<file path="src/verilog/fetch_cfg.svh">
`ifndef FETCH_CFG_SVH
`define FETCH_CFG_SVH

// pc and csr width
`define XLEN 64

// one rv64 instruction, no compressed forms
`define INST_LEN 32

// first fetch lands here, pc register sits one word below
`define RESET_PC 64'h8000_0000

// index width of the 64-bit sram words, 256 words = 2 KB
`define IMEM_AW 8

// apb offset of the program window, upper half of the 4 KB map
`define APB_IMEM_BASE 12'h800

`endif

</file>
<file path="src/verilog/fetch_pkg.sv">
`include "fetch_cfg.svh"

package fetch_pkg;

    // redirect requests from later stages, jump has top priority
    typedef struct packed {
        logic             jump;
        logic [`XLEN-1:0] jump_target;
        logic             trap_enter;
        logic             trap_return;
    } redirect_t;

    // fetched instruction and the pc it came from
    typedef struct packed {
        logic                 valid;
        logic [`XLEN-1:0]     pc;
        logic [`INST_LEN-1:0] instr;
    } fetch_out_t;

    // apb master side
    typedef struct packed {
        logic        psel;
        logic        penable;
        logic        pwrite;
        logic [11:0] paddr;
        logic [31:0] pwdata;
    } apb_req_t;

    // apb slave side
    typedef struct packed {
        logic        pready;
        logic        pslverr;
        logic [31:0] prdata;
    } apb_rsp_t;

    // half-word program write into the instruction sram
    typedef struct packed {
        logic                we;
        logic [`IMEM_AW-1:0] idx;
        logic [1:0]          strb;
        logic [31:0]         data;
    } imem_wr_t;

    // csr byte offsets in the apb map
    typedef enum logic [11:0] {
        MTVEC_LO = 12'h000,
        MTVEC_HI = 12'h004,
        MEPC_LO  = 12'h008,
        MEPC_HI  = 12'h00C
    } csr_idx_e;

endpackage

</file>
<file path="src/verilog/if_stage.sv">
`timescale 1ns/10ps
`include "fetch_cfg.svh"

module if_stage (
    input  logic                  clk,
    input  logic                  rst_n,
    input  fetch_pkg::redirect_t  redirect_i,
    input  logic                  stall_n_i,
    input  logic [`XLEN-1:0]      mtvec_i,
    input  logic [`XLEN-1:0]      mepc_i,
    output logic                  imem_ren_o,
    output logic [`IMEM_AW-1:0]   imem_addr_o,
    input  logic [63:0]           imem_rdata_i,
    input  logic                  imem_valid_i,
    output fetch_pkg::fetch_out_t fetch_o
);

    logic [`XLEN-1:0] pc_q;
    logic [`XLEN-1:0] next_pc;
    logic             run_q;
    logic             advance;

    // goes high one cycle after reset release
    // so no read is issued while reset is still settling
    always_ff @(posedge clk or negedge rst_n) begin
        if (!rst_n) begin
            run_q <= 1'b0;
        end else begin
            run_q <= 1'b1;
        end
    end

    // stall freezes both the pc and the sram request
    assign advance = stall_n_i & run_q;

    // jump first, then trap entry, then trap return, then sequential
    always_comb begin
        if (redirect_i.jump) begin
            next_pc = redirect_i.jump_target;
        end else if (redirect_i.trap_enter) begin
            next_pc = mtvec_i;
        end else if (redirect_i.trap_return) begin
            next_pc = mepc_i;
        end else begin
            next_pc = pc_q + `XLEN'd4;
        end
    end

    // pc register starts one word below the reset vector
    always_ff @(posedge clk or negedge rst_n) begin
        if (!rst_n) begin
            pc_q <= `RESET_PC - `XLEN'd4;
        end else if (advance) begin
            pc_q <= next_pc;
        end
    end

    // sram request for next_pc with bits above the array dropped
    assign imem_ren_o  = advance;
    assign imem_addr_o = next_pc[`IMEM_AW+2:3];

    // sram data lines up with pc_q one cycle after the request
    always_comb begin
        fetch_o.valid = imem_valid_i;
        fetch_o.pc    = pc_q;
        // bit 2 picks the upper or lower instruction of the word
        fetch_o.instr = pc_q[2] ? imem_rdata_i[63:32] : imem_rdata_i[31:0];
    end

    // at most one trap flag per cycle
    a_trap_onehot: assert property (@(posedge clk) disable iff (!rst_n)
        !(redirect_i.trap_enter && redirect_i.trap_return));

    // every pc handed on is word aligned
    a_pc_aligned: assert property (@(posedge clk) disable iff (!rst_n)
        fetch_o.valid |-> (fetch_o.pc[1:0] == 2'b00));

endmodule

</file>
<file path="config.mk">
export PLATFORM = sky130hd
export DESIGN_NAME = if_stage
export DESIGN_NICKNAME = d
export VERILOG_FILES = /design/src/verilog/fetch_pkg.sv /design/src/verilog/if_stage.sv
export VERILOG_INCLUDE_DIRS = /design/src /design/src/verilog
export SDC_FILE = /design/constraint.sdc
export NUM_CORES = 1
export LEC_CHECK = 0
export BUFFER_PORTS_ARGS = -buffer_cell sky130_fd_sc_hd__buf_2
export CAP_MARGIN = 15
export CORE_AREA = 5 5 139 141
export DETAILED_ROUTE_END_ITERATION = 8
export DIE_AREA = 0 0 144 146
export PLACE_DENSITY_LB_ADDON = 0.3
export SETUP_SLACK_MARGIN = 0.15
export SKIP_CTS_REPAIR_TIMING = 1
export SLEW_MARGIN = 20
export SYNTH_ARGS = -nofsm -noshare
export SYNTH_HDL_FRONTEND = slang
export SYNTH_SLANG_ARGS = --single-unit
</file>
<file path="constraint.sdc">
create_clock -name clk -period 3.4 [get_ports clk]
set_input_delay 0.17 -clock clk [delete_from_list [all_inputs] [get_ports clk]]
set_output_delay 0.17 -clock clk [all_outputs]
set_load 0.02 [all_outputs]
</file>
==> metrics <==
Flop pwr share=0.345; hold_ws=-0.05879 ns; crit end category=primary output; Slew @ Worst Pin=between 0.9 and 1 ns; number of remaining DRC errors=0; CTS tree=done; most frequent cell after synthesis=nor2_1; Vias/cell=approximately 6; Max-cap violations=0; initial antenna violation count=1; Placeable Area=between 15,000 and 20,000 µm²; Setup TNS=0 ns; Total GRT Usage=0.2856; data required time of the worst path=3.23 ns; synth unique cells=68; pwr dens=slightly above 400 nW/µm²; EDFF count, synth=0; Worst Skew=between 0.009 and 0.01 ns; RSZ-0062 raised after global routing=no; total gr overflow=0; status=finished, violations left; clock root cell=clkbuf_16; cell internal pwr=2.091 mW; synth warn=0; main area contributors after synthesis=dfrtp_1, dfstp_2, mux2_2; crit path time final=between 2 and 3 ns; full die area=21,020 µm²; Slew Limit Fails=0; Final WS setup=approximately 0.70 ns; maximum clock path buffer count=2; number of global-route vias before repair=7,943; DP Cell Count=about 1.4k; Syn Nets=around 1.1k; DR iter-0 viols=756; ys flop type=dfrtp_1; Setup Viol. Count Final=0; HP Class=primary input to asynchronous set/reset pin; Layout area overhead=35.46%; post-layout util=0.4849; Total Routed Length=about 31 mm; Routed WL per cell=22.56 µm; Worst-Skew Late Latency=0.35 ns; Cell Rows=slightly below 50; post-synthesis compound-gate area fraction=0.2653; TritonCTS Sinks=65; Net Sw Frac=0.4172; sw power=1.497 mW; failing checks=negative hold slack; RD Place Congestion=between 0.9 and 1; XOR/XNOR Fraction of Synth Area=0.01097; Clk pwr share=0.271; initial core utilization=0.3579; Fin. Hold Viols=36; top-area cell type share of the netlist area=0.1411; post-route ant nets=0; ys async rst share=1.000; pin count of the biggest net entering global routing=79; sequential share of the synthesized area=0.2604; Mapped Cells=836; fin crit share=0.7948; Arr. time, crit path=between 2 and 3 ns; dpl ws=~0.8 ns; Via Count=around 8.3k; P_leak=3.701 nW; Clock Pin Slew Worst Setup and Hold Paths=0.06 ns; 1st-pass router iterations=5; Max Fclk=0.3701 GHz; Max FO, Critical Path=6; type of origin of the critical path=flip-flop; Peak VDD IR=0.2781 mV; layout cells sized above 1=0.4183; Mapped Area=between 6000 and 7000 µm²; flip-flop and latch count after synthesis=65; Buffers on Ports=roughly 370; Commonest cells post-synth=nor2_1, nand2_1, nand3_1; detailed placement HPWL=around 24 mm; Non-Filler Instances=between 1k and 1.5k; num ports=about 370; synthesized area per cell=between 7 and 8 µm²; die width=144 µm; NumNets Final=about 1.4k; main combinational cell family by area after synthesis=simple AND/OR/NAND/NOR gates; post-synthesis mux area share=0.07778; CP Class=flip-flop to primary output; Die Ht=between 100 and 150 µm; CTS Buf Count=9; post-synthesis simple-gate area fraction=0.3201; global-route wire length before repair=around 47 mm; H-tree levels=3; Post-Synth Adder-Cell Area=0.001959; Logic pwr share=0.384; relative slew slack=0.3966; Yosys top cell by area=dfrtp_1
## power by group through the flow
stage               Sequential [mW]  Clock (mW)  Combinational, mW
floorplan                      1.30           0              0.701
global placement               1.23           0               1.37
detailed placement             1.24           0               1.37
CTS                            1.23       0.972               1.38
global route                   1.26        1.00               1.49
finish                         1.24       0.972               1.38
## routing by layer
metal	global-route usage	vias to the layer above	share of wire
li1	-	3906	-
met1	0.4263	3957	0.45
met2	0.4257	416	0.44
met3	0.05258	40	0.087
met4	0.06497	0	0.019
met5	0	-	0
## worst paths after layout
check / startpoint / endpoint / slack, ns / cells after the start
worst min register to register: pc_q[3] / pc_q[3] / 0.49 / 2
max in group asynchronous: rst_n / pc_q[38] / 2.85 / 1
worst max register to register: pc_q[38] / pc_q[42] / 0.75 / 5
worst max-delay path: pc_q[2] / imem_addr_o[7] / 0.70 / 7
min in group clk: redirect_i[3] / pc_q[1] / 0.07 / 3
worst min-delay path: rst_n / pc_q[57] / -0.06 / 1
## kinds of logic after synthesis
logic type                 after synthesis
adders and majority gates                1
xor gates and xnor gates                 8
muxes                                   45
and+or+nand+nor                        388
other                                    1
DFF                                     65
AOI/OAI and AO/OA                      234
buffers and inverters                   94
## layout by cell type, fill, tap and decap left out, types with 7 or more instances in the layout
cell / instances
a221o_1: 10
a31oi_1: 17
o22ai_1: 10
nand2_1: 69
nand4_1: 40
a21oi_1: 25
dfstp_2: 29
nor3_1: 46
nand3_1: 50
nor4_1: 22
a221oi_1: 45
nor2_1: 73
nand2b_1: 18
dfrtp_1: 36
mux2i_1: 8
or3_1: 11
buf_4: 15
inv_1: 14
o211ai_1: 10
clkbuf_16: 10
mux2_2: 37
o21ai_0: 44
and3_1: 14
a32o_1: 7
buf_2: 365
o31ai_1: 16
## state kept, by name (all words and copies together) (netlist names)
signal  cells
pc_q       64
run_q       1
## critical path, stage by stage, from the launching register on
cell,delay [ns]
dfstp_2,0.57
ha_1,0.25
nand4_1,0.20
nor2_1,0.40
xnor2_1,0.19
a21oi_1,0.12
mux2_2,0.29
buf_2,0.16
## per-stage QoR
stage | power, mW | hold slack [ns] | area, µm²
finish | 3.588 | -0.05879 | 8651
global route | 3.756 | 0.03079 | 8643
CTS | 3.578 | -0.01216 | 8643
detailed placement | 2.610 | 0.3401 | 8338
global placement | 2.594 | 0.3401 | 8338
floorplan | 2.000 | -0.1256 | 6386
## area by class of cell
class / count / area [µm²]
antenna: 3 / 7.507
clock buffer: 15 / 299.0
clock inverter: 1 / 6.256
fill: 1811 / 9190
inverter: 17 / 63.81
multi-input combinational: 677 / 4345
sequential: 65 / 1663
tap: 229 / 286.5
timing repair buffer: 382 / 1979
Power figures use the tool's default switching activity.
