**src/verilog/fetch_cfg.svh**
```systemverilog
`ifndef FETCH_CFG_SVH
`define FETCH_CFG_SVH

// pc and csr width
`define XLEN 64

// one rv64 instruction, no compressed forms
`define INST_LEN 32

// first fetch lands here, pc register sits one word below
`define RESET_PC 64'h8000_0000

// index width of the 64-bit sram words, 256 words = 2 KB
`define IMEM_AW 8

// apb offset of the program window, upper half of the 4 KB map
`define APB_IMEM_BASE 12'h800

`endif

```
**src/verilog/fetch_pkg.sv**
```systemverilog
`include "fetch_cfg.svh"

package fetch_pkg;

    // redirect requests from later stages, jump has top priority
    typedef struct packed {
        logic             jump;
        logic [`XLEN-1:0] jump_target;
        logic             trap_enter;
        logic             trap_return;
    } redirect_t;

    // fetched instruction and the pc it came from
    typedef struct packed {
        logic                 valid;
        logic [`XLEN-1:0]     pc;
        logic [`INST_LEN-1:0] instr;
    } fetch_out_t;

    // apb master side
    typedef struct packed {
        logic        psel;
        logic        penable;
        logic        pwrite;
        logic [11:0] paddr;
        logic [31:0] pwdata;
    } apb_req_t;

    // apb slave side
    typedef struct packed {
        logic        pready;
        logic        pslverr;
        logic [31:0] prdata;
    } apb_rsp_t;

    // half-word program write into the instruction sram
    typedef struct packed {
        logic                we;
        logic [`IMEM_AW-1:0] idx;
        logic [1:0]          strb;
        logic [31:0]         data;
    } imem_wr_t;

    // csr byte offsets in the apb map
    typedef enum logic [11:0] {
        MTVEC_LO = 12'h000,
        MTVEC_HI = 12'h004,
        MEPC_LO  = 12'h008,
        MEPC_HI  = 12'h00C
    } csr_idx_e;

endpackage

```
**src/verilog/fetch_csr_apb.sv**
```systemverilog
`timescale 1ns/10ps
`include "fetch_cfg.svh"

module fetch_csr_apb (
    input  logic                 clk,
    input  logic                 rst_n,
    input  fetch_pkg::apb_req_t  apb_i,
    output fetch_pkg::apb_rsp_t  apb_o,
    output logic [`XLEN-1:0]     mtvec_o,
    output logic [`XLEN-1:0]     mepc_o,
    output fetch_pkg::imem_wr_t  imem_wr_o
);

    logic             setup;
    logic             access;
    logic             in_win;
    logic             csr_hit;
    logic [11:0]      win_off;
    logic [31:0]      csr_rdata;
    logic             rd_err;
    logic [31:0]      prdata_q;
    logic             pslverr_q;

    assign setup  = apb_i.psel & ~apb_i.penable;
    assign access = apb_i.psel & apb_i.penable;

    // program window, word aligned only
    assign win_off = apb_i.paddr - `APB_IMEM_BASE;
    assign in_win  = (apb_i.paddr >= `APB_IMEM_BASE) && (apb_i.paddr[1:0] == 2'b00);

    // csr decode and read mux
    always_comb begin
        csr_hit   = 1'b1;
        csr_rdata = 32'h0;
        case (fetch_pkg::csr_idx_e'(apb_i.paddr))
            fetch_pkg::MTVEC_LO: csr_rdata = mtvec_o[31:0];
            fetch_pkg::MTVEC_HI: csr_rdata = mtvec_o[63:32];
            fetch_pkg::MEPC_LO:  csr_rdata = mepc_o[31:0];
            fetch_pkg::MEPC_HI:  csr_rdata = mepc_o[63:32];
            default:             csr_hit   = 1'b0;
        endcase
    end

    // window is write only, anything outside the map errors either way
    assign rd_err = apb_i.pwrite ? !(csr_hit || in_win) : !csr_hit;

    // response prepared in setup, shown during access
    always_ff @(posedge clk or negedge rst_n) begin
        if (!rst_n) begin
            prdata_q  <= 32'h0;
            pslverr_q <= 1'b0;
        end else begin
            prdata_q  <= (setup && !apb_i.pwrite && csr_hit) ? csr_rdata : 32'h0;
            pslverr_q <= setup & rd_err;
        end
    end

    // zero wait states
    assign apb_o.pready  = 1'b1;
    assign apb_o.pslverr = pslverr_q;
    assign apb_o.prdata  = prdata_q;

    // trap registers, written a 32-bit half at a time
    // new value visible the cycle after the access phase
    always_ff @(posedge clk or negedge rst_n) begin
        if (!rst_n) begin
            mtvec_o <= '0;
            mepc_o  <= '0;
        end else if (access && apb_i.pwrite && csr_hit) begin
            case (fetch_pkg::csr_idx_e'(apb_i.paddr))
                fetch_pkg::MTVEC_LO: mtvec_o[31:0]  <= apb_i.pwdata;
                fetch_pkg::MTVEC_HI: mtvec_o[63:32] <= apb_i.pwdata;
                fetch_pkg::MEPC_LO:  mepc_o[31:0]   <= apb_i.pwdata;
                fetch_pkg::MEPC_HI:  mepc_o[63:32]  <= apb_i.pwdata;
                default: ;
            endcase
        end
    end

    // program window write becomes a one-cycle sram half write
    always_comb begin
        imem_wr_o.we   = access & apb_i.pwrite & in_win;
        imem_wr_o.idx  = win_off[`IMEM_AW+2:3];
        // offset bit 2 picks the upper half
        imem_wr_o.strb = win_off[2] ? 2'b10 : 2'b01;
        imem_wr_o.data = apb_i.pwdata;
    end

    // access phase only ever follows a selected setup
    a_penable_psel: assert property (@(posedge clk) disable iff (!rst_n)
        $rose(apb_i.penable) |-> apb_i.psel);

endmodule

```
**config.mk**
```make
export PLATFORM = sky130hd
export DESIGN_NAME = fetch_csr_apb
export DESIGN_NICKNAME = d
export VERILOG_FILES = /design/src/verilog/fetch_pkg.sv /design/src/verilog/fetch_csr_apb.sv
export VERILOG_INCLUDE_DIRS = /design/src /design/src/verilog
export SDC_FILE = /design/constraint.sdc
export NUM_CORES = 1
export LEC_CHECK = 0
export BUFFER_PORTS_ARGS = -buffer_cell sky130_fd_sc_hd__buf_2
export CAP_MARGIN = 30
export CELL_PAD_IN_SITES_DETAIL_PLACEMENT = 1
export CELL_PAD_IN_SITES_GLOBAL_PLACEMENT = 2
export CORE_MARGIN = 4
export CORE_UTILIZATION = 38
export CTS_CLUSTER_DIAMETER = 60
export DETAILED_ROUTE_END_ITERATION = 8
export PLACE_DENSITY = 0.93
export SLEW_MARGIN = 40
export SYNTH_ARGS = -nofsm -noshare
export SYNTH_HDL_FRONTEND = slang
export SYNTH_SLANG_ARGS = --single-unit
```
**constraint.sdc**
```tcl
create_clock -name clk -period 2.76 [get_ports clk]
set_input_delay 0.138 -clock clk [delete_from_list [all_inputs] [get_ports clk]]
set_output_delay 0.138 -clock clk [all_outputs]
set_load 0.05 [all_outputs]
```
==> flow_summary.toml <==
[status]
status = "complete, no violations"

[drt]
vias = 4645
dr.pass1.iters = 4
routed_wl_um = 21000
ant_nets = 0
drt_iter0_drc = 128
routed_via_density = 4.859
drc = 0
wl_per_cell_um = 21.97

[placed_design]
dpl.hpwl_um = 14840
placedCellCount = 912
place_congestion = 0.7729
place_area_mm2 = 0.009007
port_buffers = 252

[logic_synthesis]
syn-num-nets = 492
synth_top_family_by_area = "multiplexers"
synthXorXnorAreaFrac = 0
ys_seq_elements = 161
syn_inst = 443
synth_area_mm2 = 0.007845
ys_types = 26
synth_edf_count = 0
synth.avg_cell_area_um2 = 17.71
synth_compound_area_frac = 0.001276
ys_seq_area_frac = 0.5136
async_flop_share = 1.000
synth_flop_cell = "dfrtp_1"
synth-simple-area-share = 0.07879
yosysWarnings = 0
muxShareOfSynthArea = 0.3330
synthAdderAreaFrac = 0

[worst_setup_path]
crit_arrival_ns = 2.39
crit_type = "primary input to flop"
critPathLaunchType = "primary input"
worstPathRequired_ns = 3.13
startpoint = "apb_i[46]"
rrSetupSlack_ns = 1.57
rr_startpoint = "mepc_o[63]"
cp-end-kind = "flop"
worst-path-max-fanout = 16

[run]
cap_viol_max_count = 0

[timing]
maxSlewHeadroom = 0.5798
drv_slew = 0
skew_ns = 0.01188
worst_slew_pin_slew_ns = 0.6303
whs_ns = 0.01829
rsz0062_at_grt = "false"
period_share = 0.7346
finalHoldViolCount = 0
finalCriticalPeriod_ns = 2.028
timing.setup.tns_ns = 0
clock.fmax_mhz = 493.2
setup_violations = 0

[hold_path]
min_path_type = "primary input to flop"
min-delay-start = "apb_i[30]"

[cells_and_area]
layout_common_cells = "buf_2 (251), dfrtp_1 (161), mux2_4 (120)"
nets = 722
register_area_mm2 = 0.004029
area_delta_synth_final_pct = 23.86
drive_gt1_frac = 0.7230
diodes = 0
fin_cells = 956
multiInputGateArea_mm2 = 0.003244
fillers = 2085
layout_commonest_cell = "buf_2"
fin_area_mm2 = 0.009717

[pwr]
swShare = 0.2690
p_leak_nw = 5.050
power_frac_seq = 0.461
combinationalPowerShare = 0.073
pwr-share-clk = 0.467
intPower_w = 0.003751
p_sw_w = 0.001380
p_per_area_mw_per_mm2 = 528.1
peakVddDrop_v = 0.0003559

[floorplan]
fp.dieArea_mm2 = 0.02301
die_x_um = 151.7
rows = 52
start_util = 0.3865
core_area_mm2 = 0.02030
dieHeight_um = 151.7
io_pins = 254

[grt]
gr-total-overflow = 0
grt_pass1_wl_um = 31910
grt_use_total = 0.1844
first_global_vias = 5242
grt_max_degree = 80
antenna_found_initial = 0

[clock_tree]
cts_made_buffers = 17
numClockSinks = 161
cts_tree = "done"
clkSlewWorstSetupHoldPaths_ns = 0.07
clock_path_buffers = 2
clock_latency_ns = 0.43
h-tree-depth = 4
cts-root-buf = "clkbuf_16"
area by class of cell:
class,count,area share
flip-flops and latches,161,0.4146
multi-input cells,213,0.3339
repair buffers,279,0.1557
clock buffers,17,0.04378
well taps,270,0.03477
clock inverters,15,0.01687
inverters,1,0.0003863
metal layers:
metal / part of all wire / track usage / vias to the layer above / routed length [um]
met2: 0.51 / 0.3096 / 182 / 10740
met5: 0 / 0 / - / 0
met3: 0.061 / 0.04997 / 19 / 1286
met4: 0.015 / 0.05256 / 0 / 305
met1: 0.41 / 0.2355 / 2442 / 8672
li1: - / - / 2002 / -
Yosys cell counts (2+ instances only):
cell type	instances	area, um2
dfrtp_1	161	4029
mux2_4	120	1802
buf_4	44	330.3
mux4_2	32	720.7
nor2b_4	30	412.9
buf_6	13	146.4
mux2_2	8	90.09
buf_1	4	15.01
nor4_4	4	85.08
buf_12	3	60.06
clkbuf_1	3	11.26
and2b_1	2	15.01
nand2_1	2	7.510
nor2_1	2	7.510
or4_1	2	15.01
or4_4	2	22.52
or4b_1	2	20.02
power groups by stage:
stage          sequential (W)  combinational (W)  clock [W]
2_1_floorplan         0.00242           0.000231          0
3_3_place_gp          0.00241           0.000357          0
3_5_place_dp          0.00241           0.000367          0
4_1_cts               0.00236           0.000380    0.00245
5_1_grt               0.00236           0.000402    0.00257
6_report              0.00236           0.000374    0.00239
sequential cells by signal, indices dropped and copies added, names as in the netlist:
register / cells
mepc_o: 64
mtvec_o: 64
prdata_q: 32
pslverr_q: 1
kinds of logic after synthesis:
family | Yosys count
muxes | 160
DFF | 161
buffers and inverters | 69
and+or+nand+nor | 50
other | 1
AOI/OAI and AO/OA | 2
through the flow:
step	setup slack, ns	utilization	total power [W]
3_5_place_dp	0.4762	0.4437	0.002776
6_report	0.7324	0.4787	0.005131
4_1_cts	0.7360	0.4777	0.005197
2_1_floorplan	0.8850	-	0.002648
3_3_place_gp	0.5286	0.4437	0.002766
5_1_grt	0.6930	0.4787	0.005330
path summary, 6_finish.rpt:
kind / to / cells past startpoint
worst min register to register: mepc_o[33] / 1
max in group asynchronous: mepc_o[27] / 3
worst max register to register: prdata_q[31] / 2
min in group asynchronous: mepc_o[28] / 2
worst max-delay path: prdata_q[31] / 6
worst min-delay path: mtvec_o[30] / 2
critical path: stages:
cell,delay (ns)
dlygate4sd3_1,0.52
buf_2,0.12
or4b_2,0.60
or4_4,0.46
buf_4,0.29
and2b_1,0.25
what timing repair did:
action | 4_1_cts | 5_1_grt
hold endpoints to repair | 67 | 2
gates resized for setup | 0 | 0
setup buffers | 0 | 0
hold buffers | 10 | 2
Power figures use the tool's default switching activity.
